File: config.mk
export PLATFORM = sky130hd
export DESIGN_NAME = cpu_top
export DESIGN_NICKNAME = d
export VERILOG_FILES = /design/src/verilog/cpu_pkg.sv /design/src/verilog/cpu_sequencer.sv /design/src/verilog/cpu_top.sv /design/src/verilog/exec_unit.sv /design/src/verilog/instr_fetch.sv /design/src/verilog/operand_resolver.sv
export VERILOG_INCLUDE_DIRS = /design/src /design/src/verilog
export SDC_FILE = /design/constraint.sdc
export NUM_CORES = 1
export LEC_CHECK = 0
export BUFFER_PORTS_ARGS = -buffer_cell sky130_fd_sc_hd__buf_2
export CAP_MARGIN = 20
export CORE_ASPECT_RATIO = 0.8
export CORE_MARGIN = 2
export CORE_UTILIZATION = 27
export CTS_CLUSTER_SIZE = 28
export DETAILED_ROUTE_END_ITERATION = 8
export GPL_ROUTABILITY_DRIVEN = 1
export HOLD_SLACK_MARGIN = 0.12
export PLACE_DENSITY_LB_ADDON = 0.25
export RECOVER_POWER = 50
export SKIP_CTS_REPAIR_TIMING = 1
export SLEW_MARGIN = 20
export SYNTH_ARGS = -nofsm -noshare
export SYNTH_HDL_FRONTEND = slang
export SYNTH_HIERARCHICAL = 1
export SYNTH_SLANG_ARGS = --single-unit
File: constraint.sdc
create_clock -name clk -period 6.1 [get_ports clk]
set_input_delay 0 -clock clk [delete_from_list [all_inputs] [get_ports clk]]
set_output_delay 0 -clock clk [all_outputs]
set_load 0.05 [all_outputs]
File: src/verilog/cpu_params.svh
`ifndef CPU_PARAMS_SVH
`define CPU_PARAMS_SVH

// Bus and register widths
`define CPU_ADDR_W 6
`define CPU_DATA_W 16
`define CPU_REG_W  3

// Word address of the first instruction after reset
`define CPU_PROG_START 8

// Opcode values, instruction bits 15:12
`define CPU_OP_MOV  4'h0
`define CPU_OP_ADD  4'h1
`define CPU_OP_SUB  4'h2
`define CPU_OP_MUL  4'h3
`define CPU_OP_OUT  4'h8
`define CPU_OP_STOP 4'hF

`endif

File: src/verilog/cpu_pkg.sv
`default_nettype none

`include "cpu_params.svh"

package cpu_pkg;

    typedef logic [`CPU_ADDR_W-1:0] addr_t;
    typedef logic [`CPU_DATA_W-1:0] word_t;

    // Unlisted values fall through as no-ops
    typedef enum logic [3:0] {
        OP_MOV  = `CPU_OP_MOV,
        OP_ADD  = `CPU_OP_ADD,
        OP_SUB  = `CPU_OP_SUB,
        OP_MUL  = `CPU_OP_MUL,
        OP_OUT  = `CPU_OP_OUT,
        OP_STOP = `CPU_OP_STOP
    } opcode_e;

    typedef struct packed {
        logic                  ind;  // Indirect through the register
        logic [`CPU_REG_W-1:0] rg;   // Register is memory word 0..7
    } operand_t;

    typedef struct packed {
        opcode_e  opcode;
        operand_t x;
        operand_t y;
        operand_t z;
    } instr_t;

    typedef struct packed {
        logic uses_x;
        logic uses_y;
        logic uses_z;  // Destination address, never read
    } op_use_t;

    // Resolved values of x and y, effective address of z
    typedef struct packed {
        word_t val_x;
        word_t val_y;
        addr_t ea_z;
    } operands_t;

    typedef struct packed {
        logic  rd;
        logic  wr;
        addr_t addr;
        word_t wdata;
    } mem_req_t;

    function automatic op_use_t op_use(opcode_e op);
        case (op)
            OP_MOV:                 return '{uses_x: 1'b1, uses_y: 1'b0, uses_z: 1'b1};
            OP_ADD, OP_SUB, OP_MUL: return '{uses_x: 1'b1, uses_y: 1'b1, uses_z: 1'b1};
            OP_OUT:                 return '{uses_x: 1'b1, uses_y: 1'b0, uses_z: 1'b0};
            default:                return '{uses_x: 1'b0, uses_y: 1'b0, uses_z: 1'b0};
        endcase
    endfunction

endpackage

`default_nettype wire

File: src/verilog/cpu_sequencer.sv
`default_nettype none

module cpu_sequencer (
    input  wire                    clk,
    input  wire                    rst_n,
    input  wire cpu_pkg::mem_req_t fetch_req,
    input  wire cpu_pkg::mem_req_t resolve_req,
    input  wire cpu_pkg::mem_req_t exec_req,
    input  wire                    fetch_done,
    input  wire                    resolve_done,
    input  wire                    exec_done,
    input  wire                    halted,
    output logic                   fetch_start,
    output logic                   resolve_start,
    output logic                   exec_start,
    output logic                   we,
    output cpu_pkg::addr_t         addr,
    output cpu_pkg::word_t         data
);

    typedef enum logic [1:0] {S_IDLE, S_FETCH, S_ADDR, S_EXEC} state_e;

    state_e            state;
    cpu_pkg::mem_req_t active;  // Request of the unit owning the bus

    always_comb begin
        case (state)
            S_FETCH: active = fetch_req;
            S_ADDR:  active = resolve_req;
            S_EXEC:  active = exec_req;
            default: active = '0;
        endcase
    end

    always_ff @(posedge clk or negedge rst_n) begin
        if (!rst_n) begin
            state         <= S_IDLE;
            fetch_start   <= 1'b0;
            resolve_start <= 1'b0;
            exec_start    <= 1'b0;
        end else begin
            fetch_start   <= 1'b0;
            resolve_start <= 1'b0;
            exec_start    <= 1'b0;
            case (state)
                S_IDLE: begin
                    if (!halted) begin  // Parked here after STOP
                        state       <= S_FETCH;
                        fetch_start <= 1'b1;
                    end
                end
                S_FETCH: begin
                    if (fetch_done) begin
                        state         <= S_ADDR;
                        resolve_start <= 1'b1;
                    end
                end
                S_ADDR: begin
                    if (resolve_done) begin
                        state      <= S_EXEC;
                        exec_start <= 1'b1;
                    end
                end
                default: begin
                    if (exec_done) begin
                        state       <= halted ? S_IDLE : S_FETCH;
                        fetch_start <= !halted;
                    end
                end
            endcase
        end
    end

    // Address holds between requests, we lasts one cycle
    always_ff @(posedge clk or negedge rst_n) begin
        if (!rst_n) begin
            we   <= 1'b0;
            addr <= '0;
        end else begin
            we <= active.wr;
            if (active.rd || active.wr) begin
                addr <= active.addr;
            end
        end
    end

    always_ff @(posedge clk) begin
        if (active.wr) begin
            data <= active.wdata;
        end
    end

    a_one_request: assert property (@(posedge clk) disable iff (!rst_n)
        $onehot0({fetch_req.rd | fetch_req.wr,
                  resolve_req.rd | resolve_req.wr,
                  exec_req.rd | exec_req.wr}));

    a_quiet_halted: assert property (@(posedge clk) disable iff (!rst_n)
        halted |-> !(fetch_start || resolve_start || exec_start));

endmodule

`default_nettype wire

File: src/verilog/cpu_top.sv
`default_nettype none

module cpu_top (
    input  wire                  clk,
    input  wire                  rst_n,
    input  wire cpu_pkg::word_t  mem,
    output logic                 we,
    output cpu_pkg::addr_t       addr,
    output cpu_pkg::word_t       data,
    output cpu_pkg::word_t       out,
    output logic                 status,
    output cpu_pkg::addr_t       pc
);

    logic               fetch_start;
    logic               resolve_start;
    logic               exec_start;
    logic               fetch_done;
    logic               resolve_done;
    logic               exec_done;
    cpu_pkg::mem_req_t  fetch_req;
    cpu_pkg::mem_req_t  resolve_req;
    cpu_pkg::mem_req_t  exec_req;
    cpu_pkg::instr_t    instr;     // Held from fetch until the next fetch
    cpu_pkg::operands_t operands;

    cpu_sequencer u_seq (
        .clk           (clk),
        .rst_n         (rst_n),
        .fetch_req     (fetch_req),
        .resolve_req   (resolve_req),
        .exec_req      (exec_req),
        .fetch_done    (fetch_done),
        .resolve_done  (resolve_done),
        .exec_done     (exec_done),
        .halted        (status),
        .fetch_start   (fetch_start),
        .resolve_start (resolve_start),
        .exec_start    (exec_start),
        .we            (we),
        .addr          (addr),
        .data          (data)
    );

    instr_fetch u_fetch (
        .clk   (clk),
        .rst_n (rst_n),
        .start (fetch_start),
        .mem   (mem),
        .req   (fetch_req),
        .done  (fetch_done),
        .instr (instr),
        .pc    (pc)
    );

    operand_resolver u_resolve (
        .clk      (clk),
        .rst_n    (rst_n),
        .start    (resolve_start),
        .instr    (instr),
        .mem      (mem),
        .req      (resolve_req),
        .done     (resolve_done),
        .operands (operands)
    );

    exec_unit u_exec (
        .clk      (clk),
        .rst_n    (rst_n),
        .start    (exec_start),
        .instr    (instr),
        .operands (operands),
        .req      (exec_req),
        .done     (exec_done),
        .out      (out),
        .halted   (status)  // Status port is the halt flag
    );

endmodule

`default_nettype wire

File: src/verilog/exec_unit.sv
`default_nettype none

module exec_unit (
    input  wire                     clk,
    input  wire                     rst_n,
    input  wire                     start,
    input  wire cpu_pkg::instr_t    instr,
    input  wire cpu_pkg::operands_t operands,
    output cpu_pkg::mem_req_t       req,
    output logic                    done,
    output cpu_pkg::word_t          out,
    output logic                    halted
);

    cpu_pkg::op_use_t use_mask;
    cpu_pkg::word_t   result;

    // Every opcode with a z operand writes it back
    assign use_mask = cpu_pkg::op_use(instr.opcode);

    always_comb begin
        case (instr.opcode)
            cpu_pkg::OP_ADD: result = operands.val_x + operands.val_y;
            cpu_pkg::OP_SUB: result = operands.val_x - operands.val_y;
            cpu_pkg::OP_MUL: result = operands.val_x * operands.val_y;  // Low half only
            default:         result = operands.val_x;                   // MOV
        endcase
    end

    // Out and halt are taken at the start edge so they show in the done cycle
    always_ff @(posedge clk or negedge rst_n) begin
        if (!rst_n) begin
            done   <= 1'b0;
            out    <= '0;
            halted <= 1'b0;
        end else begin
            done <= start;
            if (start && instr.opcode == cpu_pkg::OP_OUT) begin
                out <= operands.val_x;
            end
            if (start && instr.opcode == cpu_pkg::OP_STOP) begin
                halted <= 1'b1;  // Held until reset
            end
        end
    end

    always_comb begin
        req       = '0;
        req.wr    = done && use_mask.uses_z;
        req.addr  = operands.ea_z;
        req.wdata = result;
    end

    // Once stopped, nothing else reaches execute
    a_no_write_halted: assert property (@(posedge clk) disable iff (!rst_n)
        halted |-> !req.wr);

endmodule

`default_nettype wire

File: src/verilog/instr_fetch.sv
`default_nettype none

`include "cpu_params.svh"

module instr_fetch (
    input  wire                  clk,
    input  wire                  rst_n,
    input  wire                  start,
    input  wire cpu_pkg::word_t  mem,
    output cpu_pkg::mem_req_t    req,
    output logic                 done,
    output cpu_pkg::instr_t      instr,
    output cpu_pkg::addr_t       pc
);

    typedef enum logic [1:0] {F_IDLE, F_ISSUE, F_CAPT, F_DONE} step_e;

    step_e step;

    always_ff @(posedge clk or negedge rst_n) begin
        if (!rst_n) begin
            step <= F_IDLE;
            pc   <= cpu_pkg::addr_t'(`CPU_PROG_START);
        end else begin
            case (step)
                F_IDLE: begin
                    if (start) begin
                        step <= F_ISSUE;
                    end
                end
                F_ISSUE: step <= F_CAPT;
                F_CAPT:  step <= F_DONE;
                default: begin
                    step <= F_IDLE;
                    pc   <= pc + cpu_pkg::addr_t'(1);  // One word per instruction
                end
            endcase
        end
    end

    // Memory answers the address registered after F_ISSUE
    always_ff @(posedge clk) begin
        if (step == F_CAPT) begin
            instr <= cpu_pkg::instr_t'(mem);
        end
    end

    always_comb begin
        req      = '0;
        req.rd   = (step == F_ISSUE);
        req.addr = pc;
    end

    assign done = (step == F_DONE);

    // Sequencer waits for done before it starts another fetch
    a_fetch_not_busy: assert property (@(posedge clk) disable iff (!rst_n)
        start |-> step == F_IDLE);

endmodule

`default_nettype wire

File: src/verilog/operand_resolver.sv
`default_nettype none

`include "cpu_params.svh"

module operand_resolver (
    input  wire                  clk,
    input  wire                  rst_n,
    input  wire                  start,
    input  wire cpu_pkg::instr_t instr,
    input  wire cpu_pkg::word_t  mem,
    output cpu_pkg::mem_req_t    req,
    output logic                 done,
    output cpu_pkg::operands_t   operands
);

    typedef enum logic [2:0] {R_IDLE, R_ISSUE, R_CAPT, R_USE, R_DONE} state_e;

    localparam logic [1:0] SEL_X   = 2'd0;
    localparam logic [1:0] SEL_Y   = 2'd1;
    localparam logic [1:0] SEL_Z   = 2'd2;
    localparam logic [1:0] SEL_END = 2'd3;

    state_e            state;
    logic [1:0]        sel;        // Operand in progress
    logic              tgt;        // Second read of an indirect x or y
    cpu_pkg::addr_t    op_addr;    // Operand address register
    cpu_pkg::word_t    cap;        // Data capture register
    cpu_pkg::op_use_t  use_mask;
    cpu_pkg::operand_t field;
    logic [1:0]        first_sel;
    logic [1:0]        next_sel;
    logic              go_tgt;
    logic              advance;

    // First used operand at or after position from
    function automatic logic [1:0] next_used(logic [1:0] from, cpu_pkg::op_use_t u);
        logic [1:0] n;
        n = SEL_END;
        if (from <= SEL_Z && u.uses_z) n = SEL_Z;
        if (from <= SEL_Y && u.uses_y) n = SEL_Y;
        if (from == SEL_X && u.uses_x) n = SEL_X;
        return n;
    endfunction

    function automatic cpu_pkg::operand_t field_of(logic [1:0] s, cpu_pkg::instr_t i);
        case (s)
            SEL_X:   return i.x;
            SEL_Y:   return i.y;
            default: return i.z;
        endcase
    endfunction

    function automatic cpu_pkg::addr_t base_addr(cpu_pkg::operand_t f);
        return {{(`CPU_ADDR_W-`CPU_REG_W){1'b0}}, f.rg};
    endfunction

    assign use_mask  = cpu_pkg::op_use(instr.opcode);
    assign field     = field_of(sel, instr);
    assign first_sel = next_used(SEL_X, use_mask);
    assign next_sel  = next_used(sel + 2'd1, use_mask);

    // z only needs its address, so it never takes the target read
    assign go_tgt  = (state == R_USE) && !tgt && field.ind && (sel != SEL_Z);
    assign advance = (state == R_USE) && !go_tgt;

    always_ff @(posedge clk or negedge rst_n) begin
        if (!rst_n) begin
            state <= R_IDLE;
            sel   <= SEL_X;
            tgt   <= 1'b0;
        end else begin
            case (state)
                R_IDLE: begin
                    if (start) begin
                        tgt   <= 1'b0;
                        sel   <= first_sel;
                        state <= (first_sel == SEL_END) ? R_DONE : R_ISSUE;
                    end
                end
                R_ISSUE: state <= R_CAPT;
                R_CAPT:  state <= R_USE;
                R_USE: begin
                    if (go_tgt) begin
                        tgt   <= 1'b1;
                        state <= R_ISSUE;
                    end else begin
                        tgt   <= 1'b0;
                        sel   <= next_sel;
                        state <= (next_sel == SEL_END) ? R_DONE : R_ISSUE;
                    end
                end
                default: state <= R_IDLE;
            endcase
        end
    end

    always_ff @(posedge clk) begin
        if (state == R_IDLE && start) begin
            op_addr <= base_addr(field_of(first_sel, instr));
        end else if (go_tgt) begin
            op_addr <= cap[`CPU_ADDR_W-1:0];  // Pointer from the register
        end else if (advance) begin
            op_addr <= base_addr(field_of(next_sel, instr));
        end

        if (state == R_CAPT) begin
            cap <= mem;
        end

        if (advance) begin
            case (sel)
                SEL_X: operands.val_x <= cap;
                SEL_Y: operands.val_y <= cap;
                default: begin
                    operands.ea_z <= field.ind ? cap[`CPU_ADDR_W-1:0] : base_addr(field);
                end
            endcase
        end
    end

    always_comb begin
        req      = '0;
        req.rd   = (state == R_ISSUE);
        req.addr = op_addr;
    end

    assign done = (state == R_DONE);

    // A new start only comes after the sequencer has seen done
    a_done_not_start: assert property (@(posedge clk) disable iff (!rst_n)
        !(done && start));

endmodule

`default_nettype wire
==> metrics.yaml, run 1 <==
dp_hpwl_um: 24560
power_frac_seq: 0.253
clock.fmax_mhz: 170.1
yosys.area.top_type: "edfxtp_1"
r2r_start: "u_resolve/operands[10]"
final_cell_mix: "134 x inv_1, 106 x nand2_1, 89 x edfxtp_1"
dr.pass1.iters: 5
comb_power_share: 0.575
post-route-period-util: 0.9636
syn_area_per_cell_sq_um: 10.30
r2r_cells: 20
switching_share: 0.4541
overflow: 0
clock_skew_ns: 0.01602
core-area_sq_um: 41750
ff2ff_setup_slack_ns: 0.22
h-tree-depth: 4
drv_slew: 45
ys_seq_area_frac: 0.3373
pwr-share-clk: 0.173
holdPathStages: 2
power.leakage_uw: 0.005615
final_nets: 1388
ys_warn_count: 6
routed_wl_um: 31600
synth_area_sq_um: 11370
hold_path_end: "u_resolve/cap[2]"
synth_cells: 1104
vias: 8139
detail_route.wl_per_cell_um: 17.84
ys_top_cells_by_area: "edfxtp_1 24%, fa_1 14%, dfrtp_1 9.5%"
start_kind: "register"
crit_fanout: 7
slew_headroom: -0.7398
worstReg2RegEnd: "u_seq/data[15]"
grt_pass1_vias: 8247
p_switching_uw: 2734
power_uw: 6021
violations: "capacitance limit, slew limit"
cts_root_buf: "clkbuf_16"
tightest_slew_ns: 2.610
yosysUniqueCellTypes: 73
boundaryPins: 64
rows: 67
cp-startpoint: "u_resolve/operands[10]"
power_density_nw_per_um2: 459.7
cts_tree: "yes"
synth-main-ff-cell: "edfxtp_1"
clk_latency_ns: 0.44
final_common_cell: "inv_1"
drt_iter0_drc: 736
hold_viol: 0
start_util: 0.2723
peakVddDrop_mv: 0.3677
die_x_um: 233.4
syn_to_final_growth_pct: 15.21
rsz0062_at_grt: "false"
antenna_found_initial: 0
ant_nets: 0
hold_path_class: "input pin to register"
fin_setup_tns_ns: 0
period_minus_slack_ns: 5.878
grt_pass1_wl_um: 49610
cp.required_ns: 6.25
port_buffers: 63
dieArea_sq_um: 43780
arrival_ns: 6.03
status: "complete, but fails checks"
fp.dieH_um: 187.5
grt_max_degree: 45
place_congestion: 0.8750
clk_pin_slew_ns: 0.07
drive_gt1_frac: 0.1232
crit_path_end_kind: "register"
grt_usage: 0.1499
cts_buffers: 17
cts_sinks: 136
setup_viol: 0
ys_async_sr_fraction: 0.3235
path_class: "register to register"
hp-start: "mem[2]"
cap_viol_max_count: 1
drc: 0
synth_edf_count: 89
viasPerCell: 4.596
yosys.area.top_type_share: 0.2351
cts.path.max_buffers: 2
synth_seq_cells: 136
internal_power_uw: 3287
-- state kept, by name, summed over array words and instances (netlist names), 2 cells and up --
name and cells:
u_resolve/state 3, u_seq/data 16, u_resolve/operands 38, u_resolve/sel 2, u_resolve/cap 16, u_exec/out 16, u_resolve/op_addr 6, u_fetch/instr 16
u_seq/state 2, u_seq/addr 6, u_fetch/pc 6, u_fetch/step 2
-- power groups by stage --
stage / sequential, uW / clock, uW / combinational [uW]
2_1_floorplan: 1730 / 0 / 2310
3_3_place_gp: 1540 / 0 / 3430
3_5_place_dp: 1540 / 0 / 3420
4_1_cts: 1520 / 1070 / 3440
5_1_grt: 1550 / 1110 / 3860
6_report: 1520 / 1040 / 3460
-- worst max-delay path: stages, from the launching register on --
cell and delay (ns):
edfxtp_1 0.46, buf_4 0.21, and2_1 0.16, fa_1 0.54
inv_1 0.05, fa_1 0.47, inv_1 0.05, fa_1 0.48
fa_1 0.53, fa_1 0.50, inv_1 0.06, fa_1 0.53
inv_1 0.04, ha_1 0.34, o2111ai_1 0.16, buf_4 0.17
a21oi_1 0.23, xnor2_2 0.16, o211ai_2 0.09, a222oi_1 0.26
nor2_1 0.07
-- how the worst max path moves through the flow --
| stage | end | slack (ns) | cells past startpoint |
|---|---|---|---|
| after floorplan | u_seq/data[15] | 0.48 | 21 |
| after global placement | u_seq/data[15] | 0.002 | 19 |
| after detailed placement | u_seq/data[15] | 0.02 | 19 |
| after CTS | u_seq/data[15] | 0.002 | 19 |
| after global routing | u_seq/data[14] | 0.00008 | 22 |
| final | u_seq/data[15] | 0.22 | 20 |
-- routing by layer --
layer,GRT usage,vias to the layer above,wire length [um],part of all wire
met1,0.2355,4036,16550,0.52
li1,-,3865,-,-
met2,0.2109,219,13160,0.42
met5,0,-,0,0
met3,0.03163,19,1636,0.052
met4,0.02532,0,259,0.0082
-- metrics by stage --
| step | instances | util | hold slack, ns | area [sq um] | setup WS, ns |
|---|---|---|---|---|---|
| 2_1_floorplan | 1136 | - | -0.2956 | 11490 | 0.4838 |
| 3_3_place_gp | 1713 | 0.2954 | 0.1415 | 12330 | 0.002081 |
| 3_5_place_dp | 1713 | 0.2954 | 0.1471 | 12330 | 0.02268 |
| 4_1_cts | 1745 | 0.3094 | -0.3256 | 12920 | 0.001574 |
| 5_1_grt | 1770 | 0.3137 | 0.2831 | 13100 | 0.00007727 |
| 6_report | 1771 | 0.3138 | 0.2931 | 13100 | 0.2219 |
-- logic make-up (layout without fill, tap and decap cells) --
group	count (synthesis)	count (layout)	share of synthesized area
DFF	136	136	0.3373
xor gates and xnor gates	69	69	0.05502
and+or+nand+nor	303	303	0.1360
AOI/OAI and AO/OA	168	168	0.1088
muxes	30	30	0.02938
buffers and inverters	230	312	0.09739
other	3	36	0.0009904
adders and majority gates	165	165	0.2351
-- synthesized netlist by cell type (all sizes together), types with 3 or more instances --
master,n
mux2,24
a22oi,4
and2,77
buf,67
o21a,11
a211o,3
o21ai,39
nand4,4
clkbuf,28
fa,81
nor4,6
dfrtp,43
nor2,50
nand2b,8
conb,3
a32oi,4
dfxtp,3
nor3,8
xor2,24
ha,84
o221a,3
a22o,9
a31oi,6
mux2i,6
nand2,110
nand4b,3
o2111ai,4
inv,134
edfxtp,89
a21oi,25
o221ai,8
xnor2,44
and3,4
o211ai,3
a211oi,4
a21o,7
o21bai,3
nor3b,6
a222oi,25
nand3,8
nor2b,13
-- layout make-up --
class | instances | area [sq um]
clock buffers | 19 | 454.2
fillers | 4375 | 28650
multi-input cells | 770 | 6581
well taps | 552 | 690.7
repair buffers | 145 | 895.9
diodes | 1 | 2.502
inverters | 135 | 508.0
flip-flops and latches | 136 | 3835
clock inverters | 13 | 131.4
Power figures use the tool's default switching activity.
==> run 2: changes to the inputs <==
- CELL_PAD_IN_SITES_DETAIL_PLACEMENT: unset -> 0
- CELL_PAD_IN_SITES_GLOBAL_PLACEMENT: unset -> 1
==> run 2 against run 1 <==
The run still ends with capacitance limit, slew limit left. Die area unchanged. Cell area up 0.96%. Non-clock buffer count rose by 6. Clock power hardly changed. Sequential share of layout area is 0.28 points lower. First-iteration DRC count increased by 10%. Global-route usage is 0.58 points higher. Critical path depth grew 2. Combinational power rose by 3%. Sequential cell count stayed put. Critical endpoint is now u_seq/data[14].
==> metrics.yaml, run 2 (synthesis results as in run 1) <==
start_util: 0.2723  # unchanged
place_congestion: 0.8523  # -2.6%
drv_slew: 45  # unchanged
clock.fmax_mhz: 171.5  # +0.83%
setup_ws_ns: 0.2701  # +0.04816 ns
path_class: "register to register"
power.leakage_uw: 0.005659  # +0.77%
detail_route.wl_per_cell_um: 18.60  # +4.2%
ant_nets: 0  # unchanged
clk_pin_slew_ns: 0.07  # about the same
cpMaxStageDelayCell: "fa_1"
period_minus_slack_ns: 5.830  # -0.04816 ns
drt_iter0_drc: 810  # +10%
dr.pass1.iters: 5  # unchanged
holdPathStages: 2  # unchanged
dieArea_sq_um: 43780  # unchanged
path_buf_inv: 6  # unchanged
cts_sinks: 136  # unchanged
cts_tree: "yes"
drive_gt1_frac: 0.1307  # +0.007566
viasPerCell: 4.613  # +0.38%
clk_latency_ns: 0.44  # about the same
cts.path.max_buffers: 2  # unchanged
fin_setup_tns_ns: 0  # unchanged
core-area_sq_um: 41750  # unchanged
power_density_nw_per_um2: 465.6  # +1.3%
final_cell_mix: "134 x inv_1, 106 x nand2_1, 89 x edfxtp_1"
peakVddDrop_mv: 0.2716  # -26%
h-tree-depth: 4  # unchanged
cp.required_ns: 6.26  # about the same
critPathMaxStageDelay_ns: 0.54  # about the same
ff2ff_setup_slack_ns: 0.27  # +0.05 ns
slew_headroom: -0.7620  # -0.02220
syn_to_final_growth_pct: 16.31
die_x_um: 233.4  # unchanged
grt_pass1_wl_um: 50670  # +2.1%
start_kind: "register"
largest_reg_flops: 38  # unchanged
hold_path_class: "input pin to register"
vias: 8193  # +0.66%
rows: 67  # unchanged
routed_wl_um: 33040  # +4.5%
rsz0062_at_grt: "true"
cts_root_buf: "clkbuf_16"
fp.dieH_um: 187.5  # unchanged
grt_pass1_vias: 8105  # -1.7%
switching_share: 0.4617  # +0.007574
port_buffers: 63  # unchanged
r2r_cells: 22  # +10%
setup_viol: 0  # unchanged
tightest_slew_ns: 2.643  # +0.03329 ns
p_switching_uw: 2842  # +3.9%
hp-start: "mem[11]"
post-route-period-util: 0.9557  # -0.007895
fill_cells: 4378  # +0.069%
r2r_start: "u_resolve/operands[29]"
grt_max_degree: 45  # unchanged
cp-startpoint: "u_resolve/operands[29]"
drc: 0  # unchanged
final_common_cell: "inv_1"
cts_buffers: 17  # unchanged
critical-path-top-delay-family: "adder cells"
hold_path_end: "u_resolve/cap[11]"
dp_slack_ns: 0.07191  # +0.04922 ns
worstReg2RegEnd: "u_seq/data[14]"
comb_power_share: 0.581  # +0.006
boundaryPins: 64  # unchanged
crit_path_end_kind: "register"
power_frac_seq: 0.247  # -0.006
crit_chain: "buf_8, buf_4, and2_1, fa_1, inv_1, fa_1, fa_1, inv_1, ha_1, fa_1, inv_1, fa_1, inv_1, ha_4, a21o_1, a21oi_1, o211ai_1, a21oi_1, xor2_1, o221ai_1, a222oi_1, nor2_1"
internal_power_uw: 3314  # +0.82%
clock_skew_ns: 0.01749  # +0.001469 ns
final_nets: 1394  # +0.43%
arrival_ns: 5.99  # -0.04 ns
critPathMostFrequentCell: "fa_1"
hold_viol: 0  # unchanged
pwr-share-clk: 0.172  # about the same
dp_hpwl_um: 25540  # +4.0%
hold_slack_ns: 0.3093  # +0.01620 ns
violations: "capacitance limit, slew limit"
regMostFlops: "u_resolve/operands"
status: "complete, but fails checks"
n_antenna_cell: 0  # -1
overflow: 0  # unchanged
cap_viol_max_count: 1  # unchanged
grt_usage: 0.1557  # +0.005783
crit_fanout: 6  # -1
antenna_found_initial: 1  # +1
-- run 2: layout make-up --
class,count,area [sq um],share of cell area
Multi-Input combinational cell,770,6625,0.5010
Sequential cell,136,3835,0.2900
Timing Repair Buffer,151,945.9,0.07153
Clock inverter,15,193.9,0.01467
Clock buffer,17,425.4,0.03217
Inverter,135,508.0,0.03841
Tap cell,552,690.7,0.05223
-- run 2: how the worst max path moves through the flow --
stage	cells after the start	endpoint
final	22	u_seq/data[14]
after global routing	20	u_seq/data[14]
after CTS	19	u_seq/data[15]
after detailed placement	19	u_seq/data[15]
after global placement	19	u_seq/data[15]
after floorplan	21	u_seq/data[15]
-- run 2: power by group through the flow --
stage | clock network (uW) | logic, uW | registers [uW]
after floorplan | 0 | 2310 | 1730
after global placement | 0 | 3390 | 1540
after detailed placement | 0 | 3380 | 1550
after CTS | 1090 | 3410 | 1530
after global routing | 1130 | 3980 | 1550
final | 1060 | 3580 | 1520
-- run 2: metrics by stage --
stage / total power (uW) / instance area (sq um) / std cells / util
floorplan: 4042 / 11490 / 1136 / -
global placement: 4934 / 12320 / 1711 / 0.2951
detailed placement: 4925 / 12320 / 1711 / 0.2951
CTS: 6026 / 12940 / 1743 / 0.3100
global route: 6661 / 13220 / 1776 / 0.3168
finish: 6156 / 13220 / 1776 / 0.3168
-- run 2: layer usage --
metal	GRT usage	part of all wire	vias up
met5	0	0	-
li1	-	-	3878
met3	0.02752	0.045	21
met2	0.2180	0.41	184
met1	0.2463	0.53	4110
met4	0.03238	0.0090	0
==> run 3: changes to the inputs <==
- CORE_MARGIN: 2 -> 5
==> run 3 against run 2 <==
The flow still finishes with violations (capacitance limit, slew limit). Sequential power about the same. Clock skew down 0.0087 ns. Count of clock-buffer cells in the layout up 1. First-iteration DRC count down 26%. Hold slack better by 0.0016 ns. Maximum frequency about the same. Critical path depth down 3. Power down 5.1%. Worst setup slack worse by 0.0038 ns. Die area up 5.9%. Non-clock buffer count down 1. Largest cell class unchanged. Largest power group unchanged. Highest routed layer unchanged.
==> metrics.yaml, run 3 (synthesis results as in run 1) <==
status: "complete, but fails checks"
violations: "capacitance limit, slew limit"
clock_skew_ns: 0.008815  # -0.008673 ns
multi_input_area_sq_um: 6574  # -0.77%
overflow: 0  # unchanged
fill_cells: 4374  # -0.091%
setup_viol: 0  # unchanged
slew_headroom: -0.7900  # -0.02803
power_density_nw_per_um2: 446.2  # -4.2%
ant_nets: 0  # unchanged
routed_wl_um: 33130  # +0.29%
utilization: 0.3138  # -0.002997
start_util: 0.2723  # unchanged
cap_viol_max_count: 1  # unchanged
regMostFlops: "u_resolve/operands"
dp.cells: 1708  # -0.18%
clock.fmax_mhz: 171.4  # about the same
holdPathStages: 2  # unchanged
drive_gt1_frac: 0.1235  # -0.007252
cts_root_buf: "clkbuf_16"
design_area_sq_um: 13100  # -0.95%
pwr-share-clk: 0.164  # -0.008
arrival_ns: 5.99  # about the same
port_buffers: 63  # unchanged
period_minus_slack_ns: 5.834  # +0.003846 ns
hold_path_class: "input pin to register"
vias: 8048  # -1.8%
hold_slack_ns: 0.3109  # +0.001610 ns
crit_path_end_kind: "register"
dr.pass1.iters: 5  # unchanged
grt_usage: 0.1449  # -0.01074
final_cells: 1775  # -0.056%
cts.path.max_buffers: 2  # unchanged
grt_max_degree: 45  # unchanged
power.leakage_uw: 0.005614  # -0.79%
final_cell_mix: "134 x inv_1, 105 x nand2_1, 89 x edfxtp_1"
h-tree-depth: 4  # unchanged
peakVddDrop_mv: 0.2340  # -14%
grt_pass1_vias: 8162  # +0.70%
tightest_slew_ns: 2.685  # +0.04204 ns
path_class: "register to register"
cts_tree: "yes"
internal_power_uw: 3167  # -4.5%
die_x_um: 239.4  # +2.6%
n_antenna_cell: 0  # unchanged
ff_latch_area_sq_um: 3835  # unchanged
cp.required_ns: 6.26  # about the same
placed_area_sq_um: 12300  # -0.18%
comb_power_share: 0.574  # -0.007
core-area_sq_um: 41750  # unchanged
fp.dieH_um: 193.5  # +3.2%
final_nets: 1393  # -0.072%
clk_pin_slew_ns: 0.06  # about the same
place_congestion: 0.8350  # -2.0%
cts_buffers: 17  # unchanged
fin_setup_tns_ns: 0  # unchanged
power_frac_seq: 0.262  # +0.015
boundaryPins: 64  # unchanged
drv_slew: 45  # unchanged
grt_pass1_wl_um: 51180  # +1.0%
rsz0062_at_grt: "true"
crit_fanout: 6  # unchanged
clk_latency_ns: 0.44  # about the same
p_switching_uw: 2678  # -5.8%
start_kind: "register"
largest_reg_flops: 38  # unchanged
detail_route.wl_per_cell_um: 18.66  # +0.34%
final_common_cell: "inv_1"
switching_share: 0.4582  # -0.003459
drc: 0  # unchanged
syn_to_final_growth_pct: 15.21
r2r_cells: 19  # -14%
rows: 67  # unchanged
post-route-period-util: 0.9564  # about the same
antenna_found_initial: 0  # -1
viasPerCell: 4.534  # -1.7%
hold_viol: 0  # unchanged
dieArea_sq_um: 46340  # +5.9%
drt_iter0_drc: 602  # -26%
cts_sinks: 136  # unchanged
dp_hpwl_um: 26050  # +2.0%
## run 3: cell count changes in the layout (fill, tap and decap cells not counted), moves of 3 or more
cell and change:
clkinvlp_4 +3, buf_6 +3, ha_4 -3, ha_1 +3
clkinv_8 -6
## run 3: cell type report
cell class	count	area share
clock inverters	14	0.008692
inverters	135	0.03878
multi-input cells	770	0.5019
repair buffers	150	0.07240
well taps	552	0.05273
flip-flops and latches	136	0.2928
clock buffers	18	0.03276
## run 3: metal layers
metal / wire length, um / track usage
met4: 282 / 0.02345
met1: 17280 / 0.2282
met5: 0 / 0
met2: 13870 / 0.2073
met3: 1697 / 0.02947
## run 3: worst paths after layout
kind / from / end / slack [ns]
max: u_resolve/operands[31] / u_seq/data[14] / 0.27
min: mem[2] / u_fetch/instr[2] / 0.31
max reg2reg: u_resolve/operands[31] / u_seq/data[14] / 0.27
min reg2reg: u_seq/exec_start / u_exec/done / 0.37
max in group asynchronous: rst_n / u_exec/out[5] / 3.52
min in group asynchronous: rst_n / u_exec/out[1] / 1.05
## run 3: worst max-delay path: stages (launching register included)
cell and delay [ns]:
edfxtp_1 0.56, buf_6 0.22, and2_1 0.17, fa_1 0.54, inv_1 0.05, fa_1 0.48
inv_1 0.06, fa_1 0.48, fa_1 0.53, fa_1 0.53, inv_1 0.06, fa_1 0.48
inv_1 0.05, ha_1 0.33, o21a_1 0.12, a21oi_1 0.18, xor2_1 0.22, o221ai_1 0.15
a222oi_1 0.26, nor2_1 0.08
## run 3: power by group through the flow
stage | Sequential, uW | Combinational [uW] | Clock (uW)
2_1_floorplan | 1730 | 2310 | 0
3_3_place_gp | 1550 | 3360 | 0
3_5_place_dp | 1560 | 3330 | 0
4_1_cts | 1540 | 3360 | 986
5_1_grt | 1570 | 3770 | 1030
6_report | 1530 | 3350 | 956
## run 3: metrics by stage
| stage | setup WS [ns] | total power (uW) |
|---|---|---|
| after global placement | 0.07811 | 4914 |
| after CTS | 0.04779 | 5885 |
| final | 0.2663 | 5845 |
| after global routing | -0.02517 | 6357 |
| after detailed placement | 0.09877 | 4888 |
| after floorplan | 0.4838 | 4042 |
